--- src/cache_pkg.sv ---
package cache_pkg;

    localparam int offset_bits = 5;     // byte offset in a 32-byte line
    localparam int words_per_line = 8;

    typedef logic [words_per_line*32-1:0] line_t;

    typedef enum logic {
        mem_read,
        mem_write
    } mem_op_e;

    // one whole-line transfer on a four-phase link
    typedef struct packed {
        mem_op_e op;
        logic [31:0] line_addr;     // offset bits are zero
        line_t wr_line;
    } mem_req_t;

    typedef struct packed {
        logic write;
        logic [31:0] addr;
        logic [3:0] strb;
        logic [31:0] wdata;
    } cpu_req_t;

    typedef enum logic [1:0] {
        dc_lookup,
        dc_writeback,
        dc_refill,
        dc_respond
    } dcache_state_e;

    typedef enum logic [1:0] {
        ic_lookup,
        ic_refill,
        ic_respond
    } icache_state_e;

endpackage

--- src/mem_arbiter.sv ---
`timescale 1ns/1ps

module mem_arbiter (
    input  logic clk,
    input  logic reset,
    input  logic d_req_valid,
    input  cache_pkg::mem_req_t d_req,
    output logic d_ack,
    input  logic i_req_valid,
    input  cache_pkg::mem_req_t i_req,
    output logic i_ack,
    output cache_pkg::line_t rdata,
    output logic mem_req_valid,
    output cache_pkg::mem_req_t mem_req,
    input  logic mem_ack,
    input  cache_pkg::line_t mem_rdata
);

    typedef enum logic [1:0] {
        grant_none,
        grant_d,
        grant_i
    } grant_e;

    grant_e grant, sel;
    logic ack_q;

    // dcache goes first when the link is free
    always_comb begin
        sel = grant;
        if (grant == grant_none) begin
            if (d_req_valid) sel = grant_d;
            else if (i_req_valid) sel = grant_i;
        end
    end

    assign mem_req = (sel == grant_i) ? i_req : d_req;
    assign mem_req_valid = (sel == grant_d && d_req_valid) || (sel == grant_i && i_req_valid);
    assign d_ack = mem_ack && sel == grant_d;
    assign i_ack = mem_ack && sel == grant_i;
    assign rdata = mem_rdata;   // only the acked client samples it

    always_ff @(posedge clk) begin
        if (reset) begin
            grant <= grant_none;
            ack_q <= 1'b0;
        end else begin
            ack_q <= mem_ack;
            if (grant == grant_none) begin
                grant <= sel;
            end else if (ack_q && !mem_ack) begin
                grant <= grant_none;    // handshake done
            end
        end
    end

endmodule

--- config.mk ---
export PLATFORM = sky130hd
export DESIGN_NAME = mem_arbiter
export DESIGN_NICKNAME = d
export VERILOG_FILES = /design/src/cache_pkg.sv /design/src/mem_arbiter.sv
export SDC_FILE = /design/constraint.sdc
export NUM_CORES = 1
export LEC_CHECK = 0
export ABC_AREA = 1
export CAP_MARGIN = 20
export CORE_AREA = 2 2 543 545
export CTS_CLUSTER_DIAMETER = 60
export DETAILED_ROUTE_END_ITERATION = 6
export DIE_AREA = 0 0 545 547
export DONT_BUFFER_PORTS = 1
export PLACE_DENSITY = 0.3
export SETUP_SLACK_MARGIN = 0.02
export SYNTH_ARGS = -nofsm -noshare
export SYNTH_HDL_FRONTEND = slang
export SYNTH_SLANG_ARGS = --single-unit
--- constraint.sdc ---
create_clock -name clk -period 3 [get_ports clk]
set_input_delay 0.6 -clock clk [delete_from_list [all_inputs] [get_ports clk]]
set_output_delay 0.6 -clock clk [all_outputs]
set_load 0.02 [all_outputs]
==> metrics.txt <==
status=completed; Fin Clk Skew=0.000379 ns; Die Y=547 µm; CP Launch Type=flip-flop; Worst Tran Pin Value=0.516 ns; Clock power frac=5.4%; die width=545 µm; Reg clk slew, reported paths=0.03 ns; gr usage total=13.3%; RSZ-0062 raised after global routing=false; Post-Syn Instances=1242; total wire length=208 mm; Filler Cells Inserted=34900; final setup fails=0; via count=9149; Max transition margin=65.5%; CTS root buf=clkbuf_16; final global-route overflow total=0; most frequent cells in the layout=579 x nand2_1, 289 x nand3_1, 176 x buf_12, 42 x buf_4; share of layout cells above drive strength 1=20.8%; leakage dissipation=4.44 nW; first-pass iteration count of the detailed router=6; clock sinks=3; Multi-input gate area=0.00372 mm²; I/O pin cnt=1387; Combinational Power Share=93.4%; commonest non-fill, non-tap cell in the layout=nand2_1; Area Growth Syn to Fin=107%; R2R Setup Slk=1.57 ns; CP endpoint kind=output port; Max FO, Critical Path=20; nets=1952; Int Power=1.48 mW; initial antenna violation count=203; Tmin final=2.80 ns; Seq pwr share=1.2%; r2r endpoint=grant[1]$_SDFFE_PP0P_; Netlist cell types=12; P_sw=2.42 mW; largest net degree at the start of global routing=58; vias in the first global route=7984; initial core utilization=2.10%; most used cell along the critical path=buf_12; Yosys warnings=0; maximum vdd drop=0.138 mV; Syn Nets=2081; Clock Latency Late Sink=0.22 ns; Die Area=0.298 mm²; HP Start=reset; R2R Path Start=grant[0]$_SDFFE_PP0P_; CTS H-tree lvls=1; Max Cap Viol=0; sequential share of the synthesized area=0.978%; first-pass GRT wire length=224 mm; power per cell area=306 mW/mm²; post-CTS setup buffers=0; clock buffer depth=2; Final HPWL DP=202 mm; post-layout util=4.35%; Register Area=60.1 µm²; GPL Wtd Cong=0.918; Period Utilization, post-route=93.4%; Cell Area, Synth=0.00614 mm²; FP Rows=199; HP Class=in -> reg; Syn Area/Cell=4.94 µm²; DR WL/cell=41.0 µm; CTS Buf Count=3; Hold Vio Cnt, Final=0; worst reg2reg path depth=7; slowest stage cell on the critical path=nand2_1; Remaining DRCs=0; WP buf/inv=5; sw frac=62.1%; DRT antenna net count=0; Final Slew Violations=0; Design Power=3.89 mW; worst hold stages=1; CTS tree=yes; hold endpoint=ack_q$_SDFF_PP0_; Arrival @ worst endpoint=2.20 ns; flops & latches, synth=3; crit-path max cell delay=0.33 ns; vias per inst=1.80; worst setup path category=reg -> out; delay-heaviest family, CP=buffers and inverters; Core Footprint=0.293 mm²; critical path cell sequence=inv_2, a21oi_4, buf_12, nand2_4, buf_12, buf_12, nand2_1, nand2_1, buf_12; initial DRC count=777; number of port buffers=0; fmax=0.357 GHz; worst path required time=2.40 ns
==> timing repair <==
action / CTS / global route
pin swaps: 0 / 0
hold buffers: 0 / 0
setup endpoints to repair: 3 / 2
resized for setup: 3 / 2
==> cell families (layout without fill, tap and decap cells) <==
kind of cell           after synthesis  in the layout  synth area share (%)
AND/OR/NAND/NOR                    880            880                  59.7
buffers and inverters              356            226                  39.0
AO/OA/AOI/OAI                        3              3                 0.306
flip-flops                           3              3                 0.978
other                                0             39                     0
==> power groups by stage <==
stage | Combinational [mW] | Sequential (mW) | Clock, mW
2_1_floorplan | 1.82 | 0.0448 | 0
3_3_place_gp | 3.77 | 0.0453 | 0
3_5_place_dp | 3.77 | 0.0453 | 0
4_1_cts | 3.78 | 0.0448 | 0.212
5_1_grt | 3.94 | 0.0453 | 0.215
6_report | 3.64 | 0.0448 | 0.211
==> synth_stat cells, drive strengths merged <==
master	n	share of area, %
nand2	586	36
nor2	5	0.31
a21oi	1	0.14
inv	4	0.24
dfxtp	3	0.98
o21ai	2	0.16
buf	330	37
clkbuf	22	1.3
nand3	289	24
==> sequential cells by signal, summed over array words and instances, names as in the netlist <==
name   count
grant      2
ack_q      1
==> through the flow <==
| step | instance area, µm² | setup TNS (ns) | instances | setup slack (ns) | hold slack, ns |
|---|---|---|---|---|---|
| after detailed placement | 12500 | -0.00720 | 5027 | -0.00630 | 0.533 |
| after floorplan | 6140 | 0 | 1242 | 0.916 | 0.496 |
| after global placement | 12500 | -0.0318 | 5027 | -0.0193 | 0.541 |
| after global routing | 12700 | 0 | 5051 | 0.0731 | 0.446 |
| final | 12700 | 0 | 5070 | 0.197 | 0.449 |
| after CTS | 12600 | 0 | 5031 | 0.0492 | 0.447 |
==> routing by layer <==
| metal | share of wire [%] | wire [µm] | GRT usage [%] | vias up |
|---|---|---|---|---|
| met2 | 44 | 90400 | 21.0 | 1382 |
| met1 | 28 | 57800 | 11.0 | 3899 |
| met5 | 0.075 | 156 | 0 | - |
| met4 | 3.5 | 7240 | 3.40 | 22 |
| li1 | - | - | - | 3452 |
| met3 | 25 | 52200 | 14.6 | 394 |
==> final cells by class <==
cell class / count / area share, %
well taps: 3919 / 38.6
repair buffers: 218 / 30.2
multi-input cells: 883 / 29.3
diodes: 39 / 0.768
clock buffers: 4 / 0.620
flip-flops and latches: 3 / 0.472
inverters: 4 / 0.118
==> worst max-delay path by stage <==
stage	start	to	slack [ns]	cells after the start
finish	grant[1]$_SDFFE_PP0P_	mem_req[218]	0.20	9
global route	grant[0]$_SDFFE_PP0P_	mem_req[209]	0.07	9
CTS	grant[0]$_SDFFE_PP0P_	mem_req[251]	0.05	9
detailed placement	d_req_valid	mem_req[217]	-0.006	8
global placement	d_req_valid	mem_req[196]	-0.02	8
floorplan	d_req_valid	mem_req[190]	0.92	5
No activity file was read; power rests on OpenSTA's default activity.
