<file path="src/cache_pkg.sv">
package cache_pkg;

    localparam int offset_bits = 5;     // byte offset in a 32-byte line
    localparam int words_per_line = 8;

    typedef logic [words_per_line*32-1:0] line_t;

    typedef enum logic {
        mem_read,
        mem_write
    } mem_op_e;

    // one whole-line transfer on a four-phase link
    typedef struct packed {
        mem_op_e op;
        logic [31:0] line_addr;     // offset bits are zero
        line_t wr_line;
    } mem_req_t;

    typedef struct packed {
        logic write;
        logic [31:0] addr;
        logic [3:0] strb;
        logic [31:0] wdata;
    } cpu_req_t;

    typedef enum logic [1:0] {
        dc_lookup,
        dc_writeback,
        dc_refill,
        dc_respond
    } dcache_state_e;

    typedef enum logic [1:0] {
        ic_lookup,
        ic_refill,
        ic_respond
    } icache_state_e;

endpackage

</file>
<file path="src/icache.sv">
`timescale 1ns/1ps

module icache #(
    parameter int index_bits = 4
) (
    input  logic clk,
    input  logic reset,
    input  logic i_valid,
    input  logic [31:0] i_addr,
    output logic i_addr_ok,
    output logic i_data_ok,
    output logic [31:0] i_rdata,
    output logic mem_req_valid,
    output cache_pkg::mem_req_t mem_req,
    input  logic mem_ack,
    input  cache_pkg::line_t mem_rdata
);

    localparam int tag_bits = 32 - cache_pkg::offset_bits - index_bits;
    localparam int line_bytes = cache_pkg::words_per_line * 4;
    localparam int tag_bytes = (tag_bits + 8) / 8;

    cache_pkg::icache_state_e state;
    cache_pkg::line_t data_rd;
    logic [tag_bits:0] tag_rd;
    logic [(1 << index_bits)-1:0] valid_q;
    logic [31:0] addr_q, resp_word;
    logic [index_bits-1:0] idx;
    logic [cache_pkg::offset_bits-3:0] word;
    logic pend_valid, ack_seen, ready, hit, refill_we;

    assign idx = addr_q[cache_pkg::offset_bits +: index_bits];
    assign word = addr_q[cache_pkg::offset_bits-1:2];

    line_ram #(.index_bits(index_bits), .width($bits(cache_pkg::line_t))) data_ram (
        .clk(clk), .reset(reset), .we({line_bytes{refill_we}}), .waddr(idx),
        .wdata(mem_rdata), .raddr(i_addr[cache_pkg::offset_bits +: index_bits]),
        .rdata(data_rd)
    );
    line_ram #(.index_bits(index_bits), .width(tag_bits + 1)) tag_ram (
        .clk(clk), .reset(reset), .we({tag_bytes{refill_we}}), .waddr(idx),
        .wdata({1'b1, addr_q[31 -: tag_bits]}),
        .raddr(i_addr[cache_pkg::offset_bits +: index_bits]), .rdata(tag_rd)
    );

    assign hit = state == cache_pkg::ic_lookup && pend_valid && valid_q[idx] &&
                 tag_rd[tag_bits] && tag_rd[tag_bits-1:0] == addr_q[31 -: tag_bits];
    assign refill_we = state == cache_pkg::ic_refill && !ack_seen && mem_ack;
    assign ready = (state == cache_pkg::ic_lookup && (!pend_valid || hit)) ||
                   state == cache_pkg::ic_respond;
    assign i_addr_ok = i_valid && ready;
    assign i_data_ok = hit || state == cache_pkg::ic_respond;
    assign i_rdata = (state == cache_pkg::ic_respond) ? resp_word : data_rd[word*32 +: 32];
    assign mem_req_valid = state == cache_pkg::ic_refill && !ack_seen;
    assign mem_req = '{op: cache_pkg::mem_read,
                       line_addr: {addr_q[31:cache_pkg::offset_bits],
                                   {cache_pkg::offset_bits{1'b0}}},
                       wr_line: '0};

    always_ff @(posedge clk) begin
        if (reset) begin
            state <= cache_pkg::ic_lookup;
            pend_valid <= 1'b0;
            ack_seen <= 1'b0;
            valid_q <= '0;
        end else begin
            if (ready) pend_valid <= i_valid;
            case (state)
                cache_pkg::ic_lookup: if (pend_valid && !hit) state <= cache_pkg::ic_refill;
                cache_pkg::ic_refill: begin
                    if (refill_we) begin
                        ack_seen <= 1'b1;
                        valid_q[idx] <= 1'b1;
                    end else if (ack_seen && !mem_ack) begin
                        ack_seen <= 1'b0;       // link idle again
                        state <= cache_pkg::ic_respond;
                    end
                end
                default: state <= cache_pkg::ic_lookup;
            endcase
        end
    end

    always_ff @(posedge clk) begin
        if (i_addr_ok) addr_q <= i_addr;
        if (refill_we) resp_word <= mem_rdata[word*32 +: 32];
    end

endmodule

</file>
<file path="src/line_ram.sv">
`timescale 1ns/1ps

module line_ram #(
    parameter int index_bits = 4,
    parameter int width = 32
) (
    input  logic clk,
    input  logic reset,
    input  logic [(width+7)/8-1:0] we,
    input  logic [index_bits-1:0] waddr,
    input  logic [width-1:0] wdata,
    input  logic [index_bits-1:0] raddr,
    output logic [width-1:0] rdata
);

    logic [width-1:0] mem [1 << index_bits];

    // last byte lane may be partial
    always_ff @(posedge clk) begin
        for (int i = 0; i < width; i++) begin
            if (we[i/8]) mem[waddr][i] <= wdata[i];
        end
    end

    always_ff @(posedge clk) begin
        if (reset) begin
            rdata <= '0;
        end else begin
            rdata <= mem[raddr];
        end
    end

endmodule

</file>
<file path="config.mk">
export PLATFORM = sky130hd
export DESIGN_NAME = icache
export DESIGN_NICKNAME = d
export VERILOG_FILES = /design/src/cache_pkg.sv /design/src/icache.sv /design/src/line_ram.sv
export SDC_FILE = /design/constraint.sdc
export NUM_CORES = 2
export LEC_CHECK = 0
export BUFFER_PORTS_ARGS = -buffer_cell sky130_fd_sc_hd__buf_4
export CORE_ASPECT_RATIO = 0.5
export CORE_MARGIN = 2
export CORE_UTILIZATION = 25
export DETAILED_ROUTE_END_ITERATION = 10
export GPL_TIMING_DRIVEN = 0
export PLACE_DENSITY = 0.36
export SLEW_MARGIN = 20
export SYNTH_ARGS = -nofsm -noshare
export SYNTH_HDL_FRONTEND = slang
export SYNTH_MEMORY_MAX_BITS = 65536
export SYNTH_SLANG_ARGS = --single-unit
</file>
<file path="constraint.sdc">
create_clock -name clk -period 37.7 [get_ports clk]
set_input_delay 1.885 -clock clk [delete_from_list [all_inputs] [get_ports clk]]
set_output_delay 1.885 -clock clk [all_outputs]
set_load 0.02 [all_outputs]
</file>
==> out/qor.yml <==
status:
  status: "completed"
setup_path:
  worstSetupStartpointType: "flop"
  reg2reg_depth: 15
  crit_fanout: 10
  end_kind: "output port"
  r2r_setup_slack_ns: 32.99
  worstPathArrival_ns: 4.86
  cp.required_ns: 35.81
  crit_type: "reg -> out"
die:
  die_h_um: 610
  ios: 616
  placementRows: 222
  coreArea_mm2: 0.732
  start_util: 0.251
  fp.dieArea_mm2: 0.742
  die_w_mm: 1.22
synthesis:
  ys_warn_count: 0
  ys_ff_latch: 4826
  synthCells: 7538
  avgSynthCellArea_um2: 24.4
  syn_area_mm2: 0.184
  yosysUniqueCellTypes: 32
  seq_area_frac_synth: 0.773
sta:
  setup_violations: 0
  min_period_over_period: 0.179
  finalCriticalPeriod_ns: 6.75
  final.setup.worst_slack_ns: 30.95
  max_freq_ghz: 0.148
  maxSlewHeadroom: 0.198
  hold_viol: 0
  worst_hold_slack_ns: 0.460
  worst_pin_slew_ns: 1.20
  slew_violations: 0
  skew_ns: 0.135
  final.setup.tns_ns: 0
  rsz0062_at_grt: "no"
clocking:
  clockRootBuffer: "clkbuf_16"
  clock_latency_ns: 1.09
  numClockSinks: 4826
  path_clk_slew_ns: 0.07
  clock_path_buffers: 5
  cts_tree: "built"
  cts_buffers: 483
  cts_resized: 0
  cts_hold_buf: 0
  postCtsSetupRepairBufs: 0
  h-tree-depth: 5
power:
  leakagePower_nw: 71.5
  p_per_area_mw_per_mm2: 52.2
  ir_worst_vdd_v: 0.0000412
flow_run:
  cap_violations: 0
final_layout:
  drive_gt1_frac: 0.383
  fillerInstances: 70300
  nets: 9505
  final_area_mm2: 0.225
  final_cell_mix: "edfxtp_1 (4526), mux4_2 (1527), buf_4 (849), clkbuf_16 (490), dfxtp_1 (300)"
  fin_cells: 19500
  syn2layout_area_growth_pct: 22.4
  layout_commonest_cell: "edfxtp_1"
global_routing:
  grt_max_degree: 19
  antenna_found_initial: 254
  grt_overflow: 0
  track_usage: 0.181
  grt_pass1_wl_mm: 896
  first_global_vias: 88700
routing:
  drc: 0
  routed_via_density: 4.62
  dr.pass1.iters: 5
  antenna_left: 0
  vias: 89900
  routed_wl_mm: 689
  first_iter_violations: 11900
  wl_per_cell_um: 35.4
placed_design:
  port-buffer-count: 350
  dp.cells: 18500
  detailed_place_hpwl_mm: 493
  dpl_cell_area_mm2: 0.209
  dp_slack_ns: 31.08
  routabilityCongestion: 0.767
min_path:
  hold_depth: 1
  hp-class: "reg -> reg"
final cells by class:
class | count | area [um2] | area share
Sequential cell | 4826 | 142000 | 0.631
Multi-Input combinational cell | 2295 | 38900 | 0.173
Clock buffer | 650 | 13200 | 0.0587
Tap cell | 9744 | 12200 | 0.0542
Timing Repair Buffer | 929 | 12100 | 0.0539
Buffer | 676 | 4090 | 0.0182
Clock inverter | 236 | 2130 | 0.00948
Antenna cell | 108 | 270 | 0.00120
Inverter | 2 | 7.51 | 0.0000334
worst paths after layout:
check | startpoint | to
worst max-delay path | addr_q[3] | i_rdata[22]
worst min-delay path | valid_q[11] | valid_q[11]
worst max register to register | state[0] | data_ram.mem[8][121]
worst min register to register | valid_q[11] | valid_q[11]
metrics by stage:
stage | power [mW] | util
detailed placement | 7.02 | 0.286
floorplan | 6.51 | -
finish | 11.7 | 0.307
CTS | 11.9 | 0.307
global route | 12.1 | 0.307
global placement | 7.06 | 0.273
metal layers:
layer  track usage  up-vias  share of wire
li1              -    35200              -
met1         0.260    50500           0.45
met2         0.284     3422           0.46
met3        0.0381      764          0.071
met4        0.0400       26          0.020
met5             0        -        0.00025
Yosys cell counts, drive strengths merged:
| cell | count | share of area |
|---|---|---|
| a41o | 1 | 0.000055 |
| nand3 | 3 | 0.000082 |
| nand2b | 5 | 0.00017 |
| a21oi | 2 | 0.000055 |
| nor3b | 1 | 0.000041 |
| nand3b | 1 | 0.000041 |
| xnor2 | 23 | 0.0011 |
| mux4 | 1527 | 0.19 |
| o21ai | 33 | 0.00090 |
| dfxtp | 300 | 0.033 |
| clkinv | 1 | 0.000020 |
| nor4 | 1 | 0.000034 |
| a32o | 1 | 0.000055 |
| inv | 1 | 0.000020 |
| clkbuf | 213 | 0.0044 |
| mux2 | 32 | 0.0020 |
| conb | 1 | 0.000020 |
| nor2 | 22 | 0.00045 |
| a31oi | 1 | 0.000034 |
| edfxtp | 4526 | 0.74 |
| mux2i | 35 | 0.0019 |
| o21a | 12 | 0.00049 |
| nand2 | 39 | 0.00080 |
| nor2b | 2 | 0.000068 |
| nor4bb | 1 | 0.000055 |
| and2 | 280 | 0.0095 |
| nand4 | 5 | 0.00017 |
| nor3 | 6 | 0.00016 |
| buf | 463 | 0.017 |
state kept, by name, summed over array words and instances, names as in the netlist:
signal and count:
pend_valid 1, addr_q 30, valid_q 16, data_ram.rdata 256, ack_seen 1, tag_ram.mem 368
tag_ram.rdata 24, resp_word 32, data_ram.mem 4096, state 2
cells by family after synthesis:
family                    count (synthesis)  share of synthesized area
and+or+nand+nor                         366                     0.0116
muxes                                  1594                      0.191
DFF                                    4826                      0.773
AOI/OAI and AO/OA                        50                    0.00159
buffers and inverters                   678                     0.0216
xor gates and xnor gates                 23                    0.00110
other                                     1                  0.0000204
worst max-delay path: stages (launching register included):
cell      delay [ns]
edfxtp_1        0.36
clkbuf_1        0.80
clkbuf_1        0.77
mux4_2          0.63
mux2i_1         0.13
o21ai_0         0.75
buf_4           0.28
where the power goes:
part	leakage [nW]	internal, mW	switching [mW]
registers	43.2	5.94	0.0584
clock network	7.51	2.70	2.15
logic	20.8	0.326	0.563
total	71.5	8.96	2.77
Power figures use the tool's default switching activity.
